[src/verilog/fp_pkg.sv]
/*
 * binary32 add accelerator package
 * field widths, AXI4-Lite register map and the enums shared by the RTL
 */
package fp_pkg;

    // IEEE-754 binary32 fields
    localparam int EXP_W = 8;
    localparam int MAN_W = 23;

    // carry + hidden + fraction + guard/round/sticky
    localparam int FRAC_W = MAN_W + 5;

    localparam logic [EXP_W-1:0] EXP_MAX = '1;    // inf and NaN exponent
    localparam logic [31:0]      QNAN    = 32'h7FC0_0000;

    // register map, byte offsets
    localparam int ADDR_W = 5;

    localparam logic [ADDR_W-1:0] REG_OPA    = 5'h00;
    localparam logic [ADDR_W-1:0] REG_OPB    = 5'h04;
    localparam logic [ADDR_W-1:0] REG_CTRL   = 5'h08;
    localparam logic [ADDR_W-1:0] REG_STATUS = 5'h0C;
    localparam logic [ADDR_W-1:0] REG_RESULT = 5'h10;

    typedef enum logic [0:0] {
        FP_ADD = 1'b0,
        FP_SUB = 1'b1
    } fp_op_e;

    // adder core sequence
    typedef enum logic [1:0] {
        ADD_IDLE  = 2'd0,
        ADD_ALIGN = 2'd1,
        ADD_NORM  = 2'd2,
        ADD_DONE  = 2'd3
    } add_state_e;

    typedef enum logic [1:0] {
        RESP_OKAY   = 2'b00,
        RESP_SLVERR = 2'b10
    } axi_resp_e;

endpackage

[src/verilog/fp_op_if.sv]
/*
 * adder request channel
 * one operation and its result between the register block and the core
 */
interface fp_op_if;

    logic           start;     // single cycle, honoured only when idle
    fp_pkg::fp_op_e op;
    logic [31:0]    opa;
    logic [31:0]    opb;

    logic           busy;
    logic           done;      // single cycle
    logic [31:0]    result;

    modport host (
        output start, op, opa, opb,
        input  busy, done, result
    );

    modport core (
        input  start, op, opa, opb,
        output busy, done, result
    );

endinterface

[src/verilog/fp_accel_top.sv]
/*
 * floating-point add accelerator, AXI4-Lite slave
 * register block driving the binary32 add/subtract core
 */
module fp_accel_top (
    input  logic                      CLK,
    input  logic                      Reset,
    input  logic [fp_pkg::ADDR_W-1:0] awaddr,
    input  logic                      awvalid,
    output logic                      awready,
    input  logic [31:0]               wdata,
    input  logic                      wvalid,
    output logic                      wready,
    output logic [1:0]                bresp,
    output logic                      bvalid,
    input  logic                      bready,
    input  logic [fp_pkg::ADDR_W-1:0] araddr,
    input  logic                      arvalid,
    output logic                      arready,
    output logic [31:0]               rdata,
    output logic [1:0]                rresp,
    output logic                      rvalid,
    input  logic                      rready
);

    fp_op_if op_if ();

    fp_axil_regs u_regs (
        .CLK     (CLK),
        .Reset   (Reset),
        .awaddr  (awaddr),
        .awvalid (awvalid),
        .awready (awready),
        .wdata   (wdata),
        .wvalid  (wvalid),
        .wready  (wready),
        .bresp   (bresp),
        .bvalid  (bvalid),
        .bready  (bready),
        .araddr  (araddr),
        .arvalid (arvalid),
        .arready (arready),
        .rdata   (rdata),
        .rresp   (rresp),
        .rvalid  (rvalid),
        .rready  (rready),
        .port    (op_if.host)
    );

    fp_add_core u_core (
        .CLK   (CLK),
        .Reset (Reset),
        .port  (op_if.core)
    );

endmodule

[src/verilog/fp_add_core.sv]
/*
 * binary32 add/subtract core
 * capture, align and add, then normalize and round to nearest even
 * one operation at a time, done three edges after start
 */
module fp_add_core (
    input logic   CLK,
    input logic   Reset,
    fp_op_if.core port
);

    fp_pkg::add_state_e state;

    // unpacked operands, B already carries the effective sign
    logic                       sign_a;
    logic                       sign_b;
    logic [fp_pkg::EXP_W-1:0]   exp_a;
    logic [fp_pkg::EXP_W-1:0]   exp_b;
    logic [fp_pkg::MAN_W:0]     man_a;
    logic [fp_pkg::MAN_W:0]     man_b;
    logic                       spec_q;
    logic [31:0]                spec_word;

    logic [fp_pkg::EXP_W-1:0]   in_exp_a;
    logic [fp_pkg::EXP_W-1:0]   in_exp_b;
    logic [fp_pkg::MAN_W-1:0]   in_frac_a;
    logic [fp_pkg::MAN_W-1:0]   in_frac_b;
    logic                       in_sign_b;
    logic                       nan_a;
    logic                       nan_b;
    logic                       inf_a;
    logic                       inf_b;
    logic                       spec_in;
    logic [31:0]                spec_in_word;

    logic                       a_big;
    logic [fp_pkg::EXP_W-1:0]   exp_diff;
    logic [4:0]                 shamt;
    logic [fp_pkg::FRAC_W-1:0]  big_ext;
    logic [fp_pkg::FRAC_W-1:0]  small_ext;
    logic [fp_pkg::FRAC_W-1:0]  small_sh;
    logic [fp_pkg::FRAC_W-1:0]  small_mask;
    logic [fp_pkg::FRAC_W-1:0]  aligned;
    logic [fp_pkg::FRAC_W-1:0]  sum_d;
    logic                       sign_d;

    logic [fp_pkg::FRAC_W-1:0]  sum_q;
    logic [fp_pkg::EXP_W-1:0]   sum_exp;
    logic                       sum_sign;

    logic [4:0]                 lead_pos;
    logic                       lead_found;
    logic [4:0]                 lead_dist;
    logic [fp_pkg::EXP_W-1:0]   shift_lim;
    logic [4:0]                 norm_sh;
    logic [fp_pkg::FRAC_W-1:0]  norm_frac;
    logic [9:0]                 norm_exp;
    logic                       round_up;
    logic [fp_pkg::MAN_W+1:0]   rnd;
    logic [fp_pkg::MAN_W:0]     fin_man;
    logic [9:0]                 fin_exp;
    logic [31:0]                packed_res;
    logic [31:0]                result_q;

    assign in_exp_a  = port.opa[30:23];
    assign in_exp_b  = port.opb[30:23];
    assign in_frac_a = port.opa[22:0];
    assign in_frac_b = port.opb[22:0];
    assign in_sign_b = port.opb[31] ^ (port.op == fp_pkg::FP_SUB);

    assign inf_a = (in_exp_a == fp_pkg::EXP_MAX) && (in_frac_a == '0);
    assign inf_b = (in_exp_b == fp_pkg::EXP_MAX) && (in_frac_b == '0);
    assign nan_a = (in_exp_a == fp_pkg::EXP_MAX) && (in_frac_a != '0);
    assign nan_b = (in_exp_b == fp_pkg::EXP_MAX) && (in_frac_b != '0);

    // NaN and infinity bypass the datapath
    always_comb begin
        spec_in      = 1'b1;
        spec_in_word = fp_pkg::QNAN;
        if (nan_a || nan_b || (inf_a && inf_b && (port.opa[31] != in_sign_b)))
            spec_in_word = fp_pkg::QNAN;
        else if (inf_a)
            spec_in_word = {port.opa[31], fp_pkg::EXP_MAX, {fp_pkg::MAN_W{1'b0}}};
        else if (inf_b)
            spec_in_word = {in_sign_b, fp_pkg::EXP_MAX, {fp_pkg::MAN_W{1'b0}}};
        else
            spec_in = 1'b0;
    end

    assign a_big     = {exp_a, man_a} >= {exp_b, man_b};
    assign exp_diff  = a_big ? exp_a - exp_b : exp_b - exp_a;
    assign big_ext   = {1'b0, a_big ? man_a : man_b, 3'b000};
    assign small_ext = {1'b0, a_big ? man_b : man_a, 3'b000};
    assign shamt     = (exp_diff >= (fp_pkg::EXP_W)'(fp_pkg::FRAC_W)) ?
                       5'(fp_pkg::FRAC_W) : exp_diff[4:0];

    assign small_sh   = small_ext >> shamt;
    assign small_mask = ~({fp_pkg::FRAC_W{1'b1}} << shamt);   // bits shifted out
    assign aligned    = {small_sh[fp_pkg::FRAC_W-1:1],
                         small_sh[0] | (|(small_ext & small_mask))};
    assign sum_d      = (sign_a ^ sign_b) ? big_ext - aligned : big_ext + aligned;
    assign sign_d     = (sum_d == '0) ? (sign_a & sign_b) : (a_big ? sign_a : sign_b);

    lead_one_enc u_lead (
        .in    ({{(32 - fp_pkg::FRAC_W){1'b0}}, sum_q}),
        .pos   (lead_pos),
        .found (lead_found)
    );

    // left shift stops at exponent one, rest stays denormal
    assign lead_dist = 5'(fp_pkg::FRAC_W - 2) - lead_pos;
    assign shift_lim = sum_exp - 1'b1;
    assign norm_sh   = ({3'b000, lead_dist} > shift_lim) ? shift_lim[4:0] : lead_dist;

    always_comb begin
        if (sum_q[fp_pkg::FRAC_W-1]) begin    // carry out
            norm_frac = {1'b0, sum_q[fp_pkg::FRAC_W-1:2], |sum_q[1:0]};
            norm_exp  = {2'b00, sum_exp} + 10'd1;
        end else begin
            norm_frac = sum_q << norm_sh;
            norm_exp  = {2'b00, sum_exp} - {5'd0, norm_sh};
        end
    end

    assign round_up = norm_frac[2] & (norm_frac[1] | norm_frac[0] | norm_frac[3]);
    assign rnd      = {1'b0, norm_frac[fp_pkg::FRAC_W-2:3]} + {{(fp_pkg::MAN_W+1){1'b0}}, round_up};

    always_comb begin
        if (rnd[fp_pkg::MAN_W+1]) begin
            fin_man = rnd[fp_pkg::MAN_W+1:1];
            fin_exp = norm_exp + 10'd1;
        end else begin
            fin_man = rnd[fp_pkg::MAN_W:0];
            fin_exp = norm_exp;
        end
    end

    // hidden bit clear means denormal, exponent field 0
    always_comb begin
        if (!lead_found)
            packed_res = {sum_sign, 31'd0};
        else if (fin_exp >= {2'b00, fp_pkg::EXP_MAX})
            packed_res = {sum_sign, fp_pkg::EXP_MAX, {fp_pkg::MAN_W{1'b0}}};
        else
            packed_res = {sum_sign,
                          fin_man[fp_pkg::MAN_W] ? fin_exp[fp_pkg::EXP_W-1:0] : {fp_pkg::EXP_W{1'b0}},
                          fin_man[fp_pkg::MAN_W-1:0]};
    end

    always_ff @(posedge CLK or posedge Reset) begin
        if (Reset) begin
            state <= fp_pkg::ADD_IDLE;
        end else begin
            case (state)
                fp_pkg::ADD_IDLE:  if (port.start) state <= fp_pkg::ADD_ALIGN;
                fp_pkg::ADD_ALIGN: state <= fp_pkg::ADD_NORM;
                fp_pkg::ADD_NORM:  state <= fp_pkg::ADD_DONE;
                default:           state <= fp_pkg::ADD_IDLE;
            endcase
        end
    end

    always_ff @(posedge CLK) begin
        if (state == fp_pkg::ADD_IDLE && port.start) begin
            sign_a    <= port.opa[31];
            sign_b    <= in_sign_b;
            exp_a     <= (in_exp_a == '0) ? (fp_pkg::EXP_W)'(1) : in_exp_a;
            exp_b     <= (in_exp_b == '0) ? (fp_pkg::EXP_W)'(1) : in_exp_b;
            man_a     <= {in_exp_a != '0, in_frac_a};
            man_b     <= {in_exp_b != '0, in_frac_b};
            spec_q    <= spec_in;
            spec_word <= spec_in_word;
        end
        if (state == fp_pkg::ADD_ALIGN) begin
            sum_q    <= sum_d;
            sum_exp  <= a_big ? exp_a : exp_b;
            sum_sign <= sign_d;
        end
        if (state == fp_pkg::ADD_NORM)
            result_q <= spec_q ? spec_word : packed_res;
    end

    assign port.busy   = (state != fp_pkg::ADD_IDLE);
    assign port.done   = (state == fp_pkg::ADD_DONE);
    assign port.result = result_q;

    a_done_after_busy: assert property (@(posedge CLK) disable iff (Reset)
        port.done |-> $past(port.busy));
    a_done_single: assert property (@(posedge CLK) disable iff (Reset)
        port.done |=> !port.done);
    a_state_known: assert property (@(posedge CLK) disable iff (Reset)
        !$isunknown(state));

endmodule

[src/verilog/fp_axil_regs.sv]
/*
 * AXI4-Lite register block of the add accelerator
 * operands, control, status and result, start pulse to the core
 */
module fp_axil_regs (
    input  logic                      CLK,
    input  logic                      Reset,
    input  logic [fp_pkg::ADDR_W-1:0] awaddr,
    input  logic                      awvalid,
    output logic                      awready,
    input  logic [31:0]               wdata,
    input  logic                      wvalid,
    output logic                      wready,
    output logic [1:0]                bresp,
    output logic                      bvalid,
    input  logic                      bready,
    input  logic [fp_pkg::ADDR_W-1:0] araddr,
    input  logic                      arvalid,
    output logic                      arready,
    output logic [31:0]               rdata,
    output logic [1:0]                rresp,
    output logic                      rvalid,
    input  logic                      rready,
    fp_op_if.host                     port
);

    logic              wr_fire;
    logic              rd_fire;
    logic [31:0]       opa_q;
    logic [31:0]       opb_q;
    logic [31:0]       result_q;
    logic              done_q;     // sticky until next start
    fp_pkg::axi_resp_e wr_resp;
    fp_pkg::axi_resp_e bresp_q;
    fp_pkg::axi_resp_e rd_resp;
    fp_pkg::axi_resp_e rresp_q;
    logic [31:0]       rd_data;

    // one write in flight, blocked while the response waits
    assign wr_fire = awvalid & wvalid & ~bvalid;
    assign awready = wr_fire;
    assign wready  = wr_fire;
    assign rd_fire = arvalid & ~rvalid;
    assign arready = rd_fire;

    assign port.start = wr_fire && (awaddr == fp_pkg::REG_CTRL) && wdata[0] && !port.busy;
    assign port.op    = fp_pkg::fp_op_e'(wdata[1]);
    assign port.opa   = opa_q;
    assign port.opb   = opb_q;

    always_comb begin
        case (awaddr)
            fp_pkg::REG_OPA, fp_pkg::REG_OPB,
            fp_pkg::REG_STATUS, fp_pkg::REG_RESULT:
                wr_resp = fp_pkg::RESP_OKAY;
            fp_pkg::REG_CTRL:
                wr_resp = (wdata[0] && port.busy) ? fp_pkg::RESP_SLVERR : fp_pkg::RESP_OKAY;
            default:
                wr_resp = fp_pkg::RESP_SLVERR;
        endcase
    end

    always_comb begin
        rd_resp = fp_pkg::RESP_OKAY;
        case (araddr)
            fp_pkg::REG_OPA:    rd_data = opa_q;
            fp_pkg::REG_OPB:    rd_data = opb_q;
            fp_pkg::REG_CTRL:   rd_data = '0;            // write-only
            fp_pkg::REG_STATUS: rd_data = {30'd0, done_q, port.busy};
            fp_pkg::REG_RESULT: rd_data = result_q;
            default: begin
                rd_data = '0;
                rd_resp = fp_pkg::RESP_SLVERR;
            end
        endcase
    end

    always_ff @(posedge CLK or posedge Reset) begin
        if (Reset) begin
            opa_q    <= '0;
            opb_q    <= '0;
            result_q <= '0;
            done_q   <= 1'b0;
            bvalid   <= 1'b0;
            bresp_q  <= fp_pkg::RESP_OKAY;
            rvalid   <= 1'b0;
            rdata    <= '0;
            rresp_q  <= fp_pkg::RESP_OKAY;
        end else begin
            if (wr_fire && awaddr == fp_pkg::REG_OPA)
                opa_q <= wdata;
            if (wr_fire && awaddr == fp_pkg::REG_OPB)
                opb_q <= wdata;

            if (port.start)
                done_q <= 1'b0;
            else if (port.done)
                done_q <= 1'b1;
            if (port.done)
                result_q <= port.result;

            if (wr_fire) begin
                bvalid  <= 1'b1;
                bresp_q <= wr_resp;
            end else if (bready) begin
                bvalid <= 1'b0;
            end

            if (rd_fire) begin
                rvalid  <= 1'b1;
                rdata   <= rd_data;
                rresp_q <= rd_resp;
            end else if (rready) begin
                rvalid <= 1'b0;
            end
        end
    end

    assign bresp = bresp_q;
    assign rresp = rresp_q;

    a_bvalid_hold: assert property (@(posedge CLK) disable iff (Reset)
        bvalid && !bready |=> bvalid && $stable(bresp));
    a_rvalid_hold: assert property (@(posedge CLK) disable iff (Reset)
        rvalid && !rready |=> rvalid && $stable(rdata) && $stable(rresp));
    // core must take the request on that same edge
    a_start_idle: assert property (@(posedge CLK) disable iff (Reset)
        port.start |-> !port.busy ##1 port.busy);

endmodule

[src/verilog/lead_one_enc.sv]
/*
 * leading-one encoder, 32 bits
 * four 8-bit priority encoders merged pairwise into 16 and 32 bits
 */
module lead_one_enc (
    input  logic [31:0] in,
    output logic [4:0]  pos,
    output logic        found
);

    logic [3:0][2:0] q8;     // index inside each byte
    logic [3:0]      v8;
    logic [1:0][3:0] q16;
    logic [1:0]      v16;

    function automatic logic [2:0] penc8(input logic [7:0] d);
        logic hi;
        begin
            hi = |d[7:4];
            penc8[2] = hi;
            penc8[1] = hi ? |d[7:6] : |d[3:2];
            penc8[0] = hi ? (d[7] | (~d[6] & d[5])) : (d[3] | (~d[2] & d[1]));
        end
    endfunction

    for (genvar i = 0; i < 4; i++) begin : g_byte
        assign q8[i] = penc8(in[8*i +: 8]);
        assign v8[i] = |in[8*i +: 8];
    end

    // upper half of each pair wins
    for (genvar j = 0; j < 2; j++) begin : g_half
        assign v16[j] = v8[2*j+1] | v8[2*j];
        assign q16[j] = v8[2*j+1] ? {1'b1, q8[2*j+1]} : {1'b0, q8[2*j]};
    end

    assign found = |v16;
    assign pos   = v16[1] ? {1'b1, q16[1]} : {1'b0, q16[0]};

endmodule
[config.mk]
export PLATFORM = sky130hd
export DESIGN_NAME = fp_accel_top
export DESIGN_NICKNAME = d
export VERILOG_FILES = /design/src/verilog/fp_pkg.sv /design/src/verilog/fp_op_if.sv /design/src/verilog/fp_accel_top.sv /design/src/verilog/fp_add_core.sv /design/src/verilog/fp_axil_regs.sv /design/src/verilog/lead_one_enc.sv
export SDC_FILE = /design/constraint.sdc
export NUM_CORES = 1
export LEC_CHECK = 0
export BUFFER_PORTS_ARGS = -buffer_cell sky130_fd_sc_hd__buf_2
export CAP_MARGIN = 20
export CORE_UTILIZATION = 48
export DETAILED_ROUTE_END_ITERATION = 10
export HOLD_SLACK_MARGIN = 0.06
export RECOVER_POWER = 50
export SLEW_MARGIN = 15
export SYNTH_ARGS = -nofsm -noshare
export SYNTH_HDL_FRONTEND = slang
export SYNTH_SLANG_ARGS = --single-unit
export TNS_END_PERCENT = 100
[constraint.sdc]
create_clock -name CLK -period 20.1 [get_ports CLK]
set_input_delay 4.02 -clock CLK [delete_from_list [all_inputs] [get_ports CLK]]
set_output_delay 4.02 -clock CLK [all_outputs]
set_load 0.01 [all_outputs]
==> out/results.tsv, run 1 <==
stage	metric	value	unit
cts	CTS resizes	0	
logic_synthesis	#FFs+latches synth	273	
placed_design	Post-Place Setup Slack	10230	ps
logic_synthesis	Top FF cell, synth	edfxtp_1	
sta	Worst Max-Slew Pin Slew	3600	ps
logic_synthesis	mux cell area share after synthesis	0.142	
drt	Vias/cell	6.60	
layout	layout cell share with drive strength beyond 1	0.139	
logic_synthesis	complex-gate fraction of the synthesized area	0.196	
power_and_ir_drop	Pleak	9.94	nW
power_and_ir_drop	Comb pwr share	0.355	
sta	crit path setup slack, layout	8380	ps
logic_synthesis	Post-synth EDFFs	138	
floorplan	IO Count	90	
drt	Residual DRC	0	
power_and_ir_drop	Sequential Power Share	0.384	
floorplan	die width	216	um
drt	Antenna Violating Nets Remaining	0	
logic_synthesis	Synth Area in XOR/XNOR	0.0274	
outcome	violated checks	capacitance limit, slew limit	
run	max cap viols	7	
sta	Final setup viols	0	
placed_design	Final GP Congestion	1.02	
worst_setup_path	Worst Setup SP	u_core.exp_b[5]	
global_route	Total GRT Usage	0.344	
logic_synthesis	Netlist Area Pre-Place	22100	sq um
drt	DR WL/cell	26.7	um
sta	FMAX	85.3	MHz
power_and_ir_drop	Sw Share	0.375	
worst_setup_path	r2r startpoint	u_core.exp_b[5]	
sta	Max Slew Vio Count	345	
worst_setup_path	critical path launch point type	register	
worst_setup_path	reg2reg path depth	34	
sta	Clock Skew	13.3	ps
global_route	pin count of the biggest net entering global routing	82	
cts	CTS root buffer	clkbuf_16	
min_path	Hold Startpoint	u_core.port.result[31]	
logic_synthesis	Synth Area per Inst	9.05	sq um
worst_setup_path	most frequent CP cell	a21oi_1	
cts	H-tree Lvls	1	
layout	post-layout util	0.520	
worst_setup_path	Crit. End Element	register	
sta	worst rel slew slack	-1.41	
drt	DRT iter0 DRCs	2269	
power_and_ir_drop	P_int	1.22	mW
logic_synthesis	post-synth cell types	109	
floorplan	Die Span Y	216	um
global_route	first-pass GRT wire length	122000	um
worst_setup_path	Worst path max stage delay	2070	ps
cts	clock buffer depth	3	
global_route	initial antenna violation count	1	
layout	Nets	2581	
floorplan	Rows	78	
floorplan	Die ar.	46800	sq um
cts	Post-CTS Hold Buffers	0	
logic_synthesis	Synth Area in Adders	0.0660	
sta	unrepaired setup endpoints after global routing	false	
logic_synthesis	main combinational cell family by area after synthesis	compound AO/OA/AOI/OAI gates	
floorplan	core area	45400	sq um
floorplan	Starting Density	0.486	
power_and_ir_drop	NetSw	0.733	mW
placed_design	placed wire-length estimate	61500	um
drt	DR vias	20100	
sta	final hold vios	0	
worst_setup_path	reg2reg end	u_core.sum_sign	
sta	Setup TNS	0	ps
worst_setup_path	termination of the worst setup path	u_core.sum_sign	
logic_synthesis	post-synth top area share	0.188	
global_route	Congestion Overflow GR	0	
logic_synthesis	post-synthesis sequential area ratio	0.341	
worst_setup_path	CP required	20400	ps
worst_setup_path	crit-path max FO	56	
worst_setup_path	WP data arrival	12030	ps
sta	Final Cycle Share	0.583	
power_and_ir_drop	share of total power in the clock network	0.261	
logic_synthesis	Cells after Synth	2437	
logic_synthesis	simple-gate share of the synthesized area	0.173	
cts	Clk Latency, worst-skew pair	550	ps
logic_synthesis	FFs w/ async S/R, synth	0.495	
cts	clk slew on worst S/H paths	70	ps
logic_synthesis	most area-consuming cells after synthesis	edfxtp_1 19%, dfrtp_1 15%, mux2i_1 7.1%, ha_1 6.2%, mux2_2 6.0%	
cts	setup repair bufs after CTS	0	
global_route	vias in the first global route	18800	
logic_synthesis	area leader, netlist	edfxtp_1	
cts	clock sink total	273	
worst_setup_path	WS Path Type	register to register	
worst_setup_path	Critical-path top delay cell	and2_0	
sta	fin crit period	11720	ps
drt	WL final	81100	um
placed_design	Buffers on Ports	87	
cts	CTS Buf Count	25	
drt	First-pass DRT Iterations	5	
logic_synthesis	Ys Warns	0	
min_path	HP Class	register to register	
outcome	status	finished with violations	
layout	Synth-to-Final Area Change	6.86	%
worst_setup_path	R2R Setup Slk	8380	ps
power_and_ir_drop	worst vdd ir	0.0799	mV
power_and_ir_drop	pwr dens	83.0	nW/um^2
cts	CTS tree	built	
[layout make-up]
cell class | count | area [sq um]
fill | 4216 | 21800
multi-input combinational | 1884 | 13400
sequential | 273 | 7520
tap | 600 | 751
clock buffer | 31 | 678
timing repair buffer | 113 | 614
inverter | 121 | 455
clock inverter | 15 | 201
antenna | 1 | 2.50
[power by group through the flow]
| stage | registers (mW) | logic [mW] | clock network (mW) |
|---|---|---|---|
| CTS | 0.745 | 0.681 | 0.517 |
| global route | 0.755 | 0.751 | 0.536 |
| global placement | 0.755 | 0.669 | 0 |
| detailed placement | 0.754 | 0.678 | 0 |
| floorplan | 0.705 | 0.533 | 0 |
| finish | 0.752 | 0.694 | 0.510 |
[cell usage after synthesis (12+ instances only)]
library cell,n
and3_1,19
nor2b_1,19
xor2_1,25
buf_4,14
nor3_1,61
ha_1,110
nor4_1,38
nand4_1,25
buf_1,14
edfxtp_1,138
o21ai_0,162
nand3_1,58
inv_1,119
or2_2,12
dfrtp_1,135
clkbuf_1,98
buf_2,24
o31ai_1,16
a22o_1,42
or4_1,14
nand2_1,233
a21oi_1,132
or3_1,17
o211ai_1,26
mux2i_1,156
mux2_2,118
a31oi_1,34
a211oi_1,40
nand2b_1,26
nor2_1,186
a21o_1,23
xnor2_1,44
[cells in the final DEF, fill, tap and decap left out, types with 12 or more instances in the layout]
master | synthesis | final
a211oi_1 | 40 | 40
a21o_1 | 23 | 23
a21oi_1 | 132 | 131
a22o_1 | 42 | 42
a31oi_1 | 34 | 33
and3_1 | 19 | 19
buf_2 | 24 | 86
buf_4 | 14 | 21
clkbuf_16 | 0 | 25
dfrtp_1 | 135 | 135
edfxtp_1 | 138 | 138
ha_1 | 110 | 110
inv_1 | 119 | 117
mux2_2 | 118 | 118
mux2i_1 | 156 | 155
nand2_1 | 233 | 234
nand2b_1 | 26 | 26
nand3_1 | 58 | 58
nand4_1 | 25 | 25
nor2_1 | 186 | 185
nor2b_1 | 19 | 19
nor3_1 | 61 | 60
nor4_1 | 38 | 38
o211ai_1 | 26 | 26
o21ai_0 | 162 | 162
o31ai_1 | 16 | 16
or2_2 | 12 | 12
or3_1 | 17 | 17
or4_1 | 14 | 14
xnor2_1 | 44 | 44
xor2_1 | 25 | 25
[cells by family after synthesis]
family | Yosys count
other | 1
buffers and inverters | 281
AO/OA/AOI/OAI | 643
XOR/XNOR | 69
multiplexers | 286
flip-flops | 273
adder cells (fa/ha/maj) | 114
AND/OR/NAND/NOR | 770
[stage by stage]
stage | total power [mW] | instance area, sq um | hold WS [ps] | std cells
global placement | 1.42 | 22700 | 462 | 2990
finish | 1.96 | 23600 | 480 | 3038
detailed placement | 1.43 | 22700 | 469 | 2990
global route | 2.04 | 23600 | 500 | 3037
CTS | 1.94 | 23600 | 482 | 3036
floorplan | 1.24 | 22100 | 454 | 2438
[critical path, delay by kind of cell (launching register included)]
family / cells / cell delay, ps
AO/OA/AOI/OAI: 20 / 4570
AND/OR/NAND/NOR: 7 / 3780
adder cells (fa/ha/maj): 3 / 1110
buffers and inverters: 2 / 860
multiplexers: 2 / 750
flip-flops: 1 / 370
[per-layer routing]
layer / routed length (um) / GRT usage / up-vias
met4: 4000 / 0.152 / 0
met1: 34900 / 0.485 / 9852
li1: - / - / 9009
met2: 35900 / 0.533 / 1028
met5: 0 / 0 / -
met3: 6320 / 0.0365 / 174
[registers in the layout, indices dropped and copies added, names as in the netlist, 2 cells and up]
register,cells
u_core.state,2
u_regs.port.opa,32
u_regs.port.opb,32
u_core.man_b,24
u_core.man_a,24
u_core.exp_a,8
u_regs.result_q,32
u_regs.rdata,32
u_core.sum_exp,8
u_core.exp_b,8
u_core.sum_q,28
u_core.spec_word,2
u_core.port.result,32
[how the worst min path moves through the flow]
stage                           to  slack (ps)  cells after the start
2_1_floorplan  u_regs.result_q[28]         450                      1
3_3_place_gp   u_regs.result_q[11]         460                      1
3_5_place_dp   u_regs.result_q[11]         470                      1
4_1_cts        u_regs.result_q[31]         480                      1
5_1_grt        u_regs.result_q[31]         500                      1
6_report       u_regs.result_q[31]         480                      1
Note: power is estimated with default switching activity, not from simulation.
==> run 2, diff against run 1 <==
clock period = 12 ns   (was 20.1 ns; I/O delays follow)
==> run 2 against run 1 <==
The run still ends with capacitance limit, slew limit left; global-route usage is 0.30 points lower; critical path depth is 2 higher; register-to-register slack worse by 6300 ps; combinational power is 67% higher; via count is 0.37% lower; first-iteration DRC count is 7.1% higher; wire length is 0.14% lower; sequential power is 68% higher; total power is 69% higher; highest routed layer unchanged.
==> out/results.tsv, run 2 (same netlist as run 1, synthesis figures left out) <==
stage	metric	value	unit	change
drt	DR vias	20000		-0.37%
worst_setup_path	most frequent CP cell	a21oi_1		
placed_design	Post-Place Setup Slack	2270	ps	-7950 ps
placed_design	Final GP Congestion	1.02		about the same
sta	Final setup viols	0		unchanged
worst_setup_path	reg2reg end	u_core.sum_sign		
run	max cap viols	5		-2
floorplan	Die ar.	46800	sq um	unchanged
worst_setup_path	cell family with most CP delay	compound AO/OA/AOI/OAI gates		
layout	layout cell share with drive strength beyond 1	0.140		+0.00147
worst_setup_path	worst path bufs/invs	2		unchanged
worst_setup_path	reg2reg path depth	36		+5.9%
global_route	Congestion Overflow GR	0		unchanged
layout	Final Cell Area	23700	sq um	+0.34%
drt	DRT iter0 DRCs	2430		+7.1%
floorplan	Starting Density	0.486		unchanged
worst_setup_path	CP required	12300	ps	-8100 ps
worst_setup_path	Worst path max stage delay	790	ps	-1280 ps
layout	post-layout util	0.521		+0.00177
sta	Setup TNS	0	ps	unchanged
layout	most frequent cells in the layout	233 x nand2_1, 185 x nor2_1, 162 x o21ai_0		
min_path	Hold Startpoint	u_core.port.result[4]		
cts	H-tree Lvls	1		unchanged
placed_design	Buffers on Ports	87		unchanged
global_route	first-pass GRT wire length	121000	um	-1.2%
sta	fin crit period	9950	ps	-1770 ps
sta	worst rel slew slack	-1.31		+0.104
layout	Synth-to-Final Area Change	7.22	%	
cts	clock sink total	273		unchanged
cts	setup repair bufs after CTS	0		unchanged
drt	met3 WL	6340	um	+0.41%
cts	CTS Buf Count	27		+8.0%
cts	Post-CTS Hold Buffers	0		unchanged
layout	Nets	2582		+0.039%
cts	Clk Latency, worst-skew pair	560	ps	about the same
floorplan	core area	45400	sq um	unchanged
worst_setup_path	WS Path Type	register to register		
global_route	Total GRT Usage	0.341		-0.00302
sta	Final Cycle Share	0.829		+0.246
drt	WL met2	36100	um	+0.62%
outcome	status	finished with violations		
power_and_ir_drop	Pleak	9.98	nW	+0.42%
worst_setup_path	critical path launch point type	register		
drt	First-pass DRT Iterations	6		+1
drt	Residual DRC	0		unchanged
cts	CTS tree	built		
floorplan	die width	216	um	unchanged
drt	highest routed layer	met4		
layout	ANT cells	0		-1
drt	M1 WL	35600	um	+1.9%
min_path	HP Class	register to register		
cts	CTS resizes	0		unchanged
power_and_ir_drop	total power	3.31	mW	+69%
sta	Max Slew Vio Count	246		-29%
floorplan	Die Span Y	216	um	unchanged
sta	Clock Skew	10.7	ps	-2.65 ps
worst_setup_path	R2R Setup Slk	2050	ps	-6330 ps
drt	Vias/cell	6.58		-0.43%
cts	clock buffer depth	3		unchanged
layout	commonest non-fill, non-tap cell in the layout	nand2_1		
floorplan	IO Count	90		unchanged
cts	CTS root buffer	clkbuf_16		
cts	clk slew on worst S/H paths	70	ps	about the same
global_route	pin count of the biggest net entering global routing	79		-3.7%
drt	WL final	81000	um	-0.14%
worst_setup_path	Critical-path top delay cell	a2111oi_0		
sta	FMAX	100	MHz	+18%
min_path	Hold Crit Depth	1		unchanged
outcome	violated checks	capacitance limit, slew limit		
power_and_ir_drop	worst vdd ir	0.131	mV	+64%
worst_setup_path	Crit. End Element	register		
global_route	vias in the first global route	18600		-1.3%
sta	crit path setup slack, layout	2050	ps	-6330 ps
worst_setup_path	r2r startpoint	u_core.exp_a[0]		
worst_setup_path	Worst path depth	36		+5.9%
sta	Worst Max-Slew Pin Slew	3450	ps	-155 ps
global_route	initial antenna violation count	1		unchanged
drt	Antenna Violating Nets Remaining	0		unchanged
placed_design	placed wire-length estimate	61100	um	-0.50%
drt	DR WL/cell	26.7	um	-0.21%
sta	unrepaired setup endpoints after global routing	false		
worst_setup_path	crit-path max FO	27		-52%
min_path	hold path endpoint	u_regs.result_q[4]		
floorplan	Rows	78		unchanged
placed_design	Placed Area	22700	sq um	unchanged
sta	final hold vios	0		unchanged
power_and_ir_drop	pwr dens	140	nW/um^2	+69%
worst_setup_path	WP data arrival	10260	ps	-1770 ps
run 2: cell count changes in the layout (fill, tap and decap cells not counted), moves of 2 or more:
cell / before / now
clkbuf_16: 25 / 29
clkbuf_1: 8 / 11
clkinvlp_2: 4 / 1
bufinv_16: 4 / 2
clkinv_1: 2 / 0
run 2: area by class of cell:
| cell class | instances | area, sq um |
|---|---|---|
| clock buffer | 39 | 803 |
| clock inverter | 11 | 145 |
| fill | 4261 | 21700 |
| inverter | 121 | 455 |
| multi-input combinational | 1884 | 13400 |
| sequential | 273 | 7520 |
| tap | 600 | 751 |
| timing repair buffer | 112 | 607 |
run 2: power breakdown:
part,internal [mW],switching (mW)
sequential,1.11,0.152
clock,0.516,0.374
combinational,0.448,0.712
run 2: worst max path at each step:
stage,start,end,slack [ps]
5_1_grt,u_core.exp_b[0],u_core.sum_sign,1420
6_report,u_core.exp_a[0],u_core.sum_sign,2050
4_1_cts,u_core.exp_a[0],u_core.sum_sign,2230
3_3_place_gp,u_core.exp_b[0],u_core.sum_sign,2440
2_1_floorplan,u_core.exp_b[0],u_core.sum_sign,3630
3_5_place_dp,u_core.exp_b[0],u_core.sum_sign,2270
run 2: per-stage QoR:
step / hold slack (ps) / cells
after floorplan: 454 / 2438
after global placement: 464 / 2990
after detailed placement: 463 / 2990
after CTS: 473 / 3040
after global routing: 473 / 3040
final: 470 / 3040
run 2: layer usage:
layer	vias to the layer above	GRT usage
met4	0	0.116
met1	9768	0.491
met3	153	0.0385
met2	1061	0.530
met5	-	0
li1	9007	-
==> run 3, diff against run 2 <==
ABC_AREA = 1   (was not set)
clock period = 9.2 ns   (was 12 ns; I/O delays follow)
==> run 3 against run 2 <==
Critical path depth grew 7; register-to-register slack got worse by 1000 ps; flip-flop and latch count did not move; utilization grew 0.87 points; highest routed layer is now met5; clock skew grew 4.7 ps; the run still ends with capacitance limit, slew limit left; first-iteration DRC count down 23%; critical path type unchanged; synthesized area is 3.3% lower; final area down 2.6%.
==> out/results.tsv, run 3 <==
stage	metric	value	unit	change
global_route	initial antenna violation count	4		+3
cts	setup repair bufs after CTS	0		unchanged
global_route	first-pass GRT wire length	113000	um	-6.8%
cts	Post-CTS Hold Buffers	0		unchanged
logic_synthesis	Synth Area per Inst	7.09	sq um	-22%
worst_setup_path	WS Path Type	register to register		
sta	final hold vios	0		unchanged
outcome	violated checks	capacitance limit, slew limit		
layout	layout cell share with drive strength beyond 1	0.0975		-0.0426
cts	clock buffer depth	3		unchanged
worst_setup_path	Worst path depth	43		+19%
sta	Worst Max-Slew Pin Slew	2870	ps	-581 ps
sta	Setup TNS	0	ps	unchanged
worst_setup_path	worst path bufs/invs	3		+1
global_route	pin count of the biggest net entering global routing	76		-3.8%
logic_synthesis	#FFs+latches synth	273		unchanged
sta	FMAX	122	MHz	+22%
floorplan	Rows	76		-2.6%
logic_synthesis	Netlist Area Pre-Place	21300	sq um	-3.3%
drt	DR WL/cell	20.2	um	-24%
worst_setup_path	CP required	9490	ps	-2810 ps
layout	Fillers	4321		+1.4%
floorplan	IO Count	90		unchanged
global_route	Total GRT Usage	0.326		-0.0145
logic_synthesis	dominant cell by count in the synthesized netlist	nand2_1		
cts	CTS tree	built		
sta	hold slack	477	ps	+7.47 ps
drt	Vias/cell	5.68		-14%
power_and_ir_drop	P_int	3.03	mW	+46%
cts	CTS root buffer	clkbuf_16		
worst_setup_path	Worst Setup SP	u_core.exp_a[5]		
cts	CTS Buf Count	30		+11%
floorplan	core area	43500	sq um	-4.2%
logic_synthesis	Top FF cell, synth	edfxtp_1		
run	max cap viols	7		+2
sta	Clock Skew	15.3	ps	+4.68 ps
global_route	Congestion Overflow GR	0		unchanged
layout	Sequential Area	7520	sq um	unchanged
cts	Clk Latency, worst-skew pair	550	ps	about the same
sta	Max Slew Vio Count	349		+42%
power_and_ir_drop	Sw Share	0.431		+0.0572
layout	Nets	3184		+23%
placed_design	Buffers on Ports	87		unchanged
worst_setup_path	r2r startpoint	u_core.exp_a[5]		
outcome	status	finished with violations		
drt	Residual DRC	0		unchanged
logic_synthesis	Cells after Synth	3009		+23%
drt	WL final	73500	um	-9.3%
min_path	HP Class	register to register		
worst_setup_path	WP data arrival	8480	ps	-1780 ps
drt	Antenna Violating Nets Remaining	0		unchanged
layout	Multi-input gate area	11700	sq um	-13%
power_and_ir_drop	Comb pwr share	0.443		+0.093
floorplan	Starting Density	0.491		+0.00486
global_route	vias in the first global route	19300		+4.0%
cts	H-tree Lvls	1		unchanged
logic_synthesis	Post-synth EDFFs	138		unchanged
sta	fin crit period	8190	ps	-1760 ps
layout	Synth-to-Final Area Change	7.93	%	
logic_synthesis	post-synthesis sequential area ratio	0.353		+0.0116
power_and_ir_drop	pwr dens	231	nW/um^2	+65%
worst_setup_path	critical path launch point type	register		
logic_synthesis	area leader, netlist	edfxtp_1		
floorplan	Die ar.	45300	sq um	-3.3%
placed_design	placed wire-length estimate	57800	um	-5.5%
power_and_ir_drop	Pleak	11.2	nW	+12%
cts	clk slew on worst S/H paths	60	ps	about the same
power_and_ir_drop	share of total power in the clock network	0.226		-0.043
worst_setup_path	termination of the worst setup path	u_core.sum_sign		
power_and_ir_drop	Sequential Power Share	0.332		-0.049
sta	unrepaired setup endpoints after global routing	false		
sta	Final Cycle Share	0.890		+0.0608
logic_synthesis	Post-synth top cells	899 x nand2_1, 367 x inv_1, 301 x nand3_1		
drt	DR vias	20600		+3.2%
logic_synthesis	post-synth cell types	66		-39%
worst_setup_path	crit-path max FO	39		+44%
power_and_ir_drop	NetSw	2.29	mW	+85%
floorplan	Die Span Y	213	um	-1.6%
drt	First-pass DRT Iterations	6		unchanged
worst_setup_path	reg2reg path depth	43		+19%
worst_setup_path	Worst path max stage delay	470	ps	-320 ps
logic_synthesis	FFs w/ async S/R, synth	0.495		unchanged
worst_setup_path	R2R Setup Slk	1010	ps	-1040 ps
worst_setup_path	cell family with most CP delay	simple AND/OR/NAND/NOR gates		
placed_design	Final GP Congestion	1.01		-1.1%
cts	CTS resizes	0		unchanged
worst_setup_path	most frequent CP cell	nand3_1		
floorplan	die width	213	um	-1.6%
logic_synthesis	post-synth top area share	0.194		+0.00638
logic_synthesis	most area-consuming cells after synthesis	edfxtp_1 19%, dfrtp_1 16%, nand2_1 16%, nand3_1 7.1%, inv_1 6.5%		
drt	DRT iter0 DRCs	1883		-23%
logic_synthesis	Ys Warns	0		unchanged
layout	commonest non-fill, non-tap cell in the layout	nand2_1		
cts	clock sink total	273		unchanged
sta	Final setup viols	0		unchanged
worst_setup_path	Crit. End Element	register		
worst_setup_path	reg2reg end	u_core.sum_sign		
power_and_ir_drop	worst vdd ir	0.248	mV	+89%
layout	most frequent cells in the layout	899 x nand2_1, 366 x inv_1, 301 x nand3_1		
sta	worst rel slew slack	-0.922		+0.389
worst_setup_path	Critical-path top delay cell	inv_2		
-- run 3: how the worst min path moves through the flow --
stage / startpoint / end / depth (start not counted)
CTS: u_regs.rdata[10] / u_regs.rdata[10] / 2
floorplan: u_regs.port.opa[20] / u_core.man_a[20] / 0
finish: u_core.port.result[16] / u_regs.result_q[16] / 1
global placement: u_core.port.result[13] / u_regs.result_q[13] / 1
detailed placement: u_regs.rdata[10] / u_regs.rdata[10] / 2
global route: u_core.port.result[16] / u_regs.result_q[16] / 1
-- run 3: power groups by stage --
stage	registers, mW	clock network [mW]	logic [mW]
2_1_floorplan	1.69	0	1.77
3_3_place_gp	1.78	0	2.26
3_5_place_dp	1.78	0	2.28
4_1_cts	1.76	1.22	2.30
5_1_grt	1.78	1.26	2.61
6_report	1.76	1.20	2.35
-- run 3: cell families (layout without fill, tap and decap cells) --
logic type                 Yosys count  count (layout)  synth area share
AOI/OAI and AO/OA                  443             443             0.119
xor gates and xnor gates            54              54            0.0222
adders and majority gates          114             114            0.0683
buffers and inverters              527             562             0.101
DFF                                273             273             0.353
muxes                               33              33            0.0174
other                                1               4          0.000176
and+or+nand+nor                   1564            1564             0.320
-- run 3: metrics by stage --
step / worst slack, ps / instances / util / cell area [sq um] / power (mW)
after floorplan: 3030 / 3010 / - / 21300 / 3.46
after global placement: 1340 / 3574 / 0.507 / 22000 / 4.03
after detailed placement: 1240 / 3574 / 0.507 / 22000 / 4.06
after CTS: 1210 / 3630 / 0.530 / 23100 / 5.28
after global routing: 232 / 3630 / 0.530 / 23000 / 5.65
final: 1010 / 3632 / 0.530 / 23000 / 5.32
-- run 3: area by class of cell --
type / count / area share
well taps: 585 / 0.0318
multi-input cells: 2210 / 0.507
clock buffers: 42 / 0.0390
repair buffers: 110 / 0.0255
clock inverters: 14 / 0.00494
diodes: 2 / 0.000217
flip-flops and latches: 273 / 0.327
inverters: 396 / 0.0646
-- run 3: routing by layer --
metal	share of wire	up-vias	routed length, um	global-route usage
li1	-	9935	-	-
met1	0.45	9695	33200	0.462
met5	0.00046	-	34	0
met4	0.028	4	2070	0.0913
met2	0.44	867	32400	0.510
met3	0.078	133	5750	0.0568
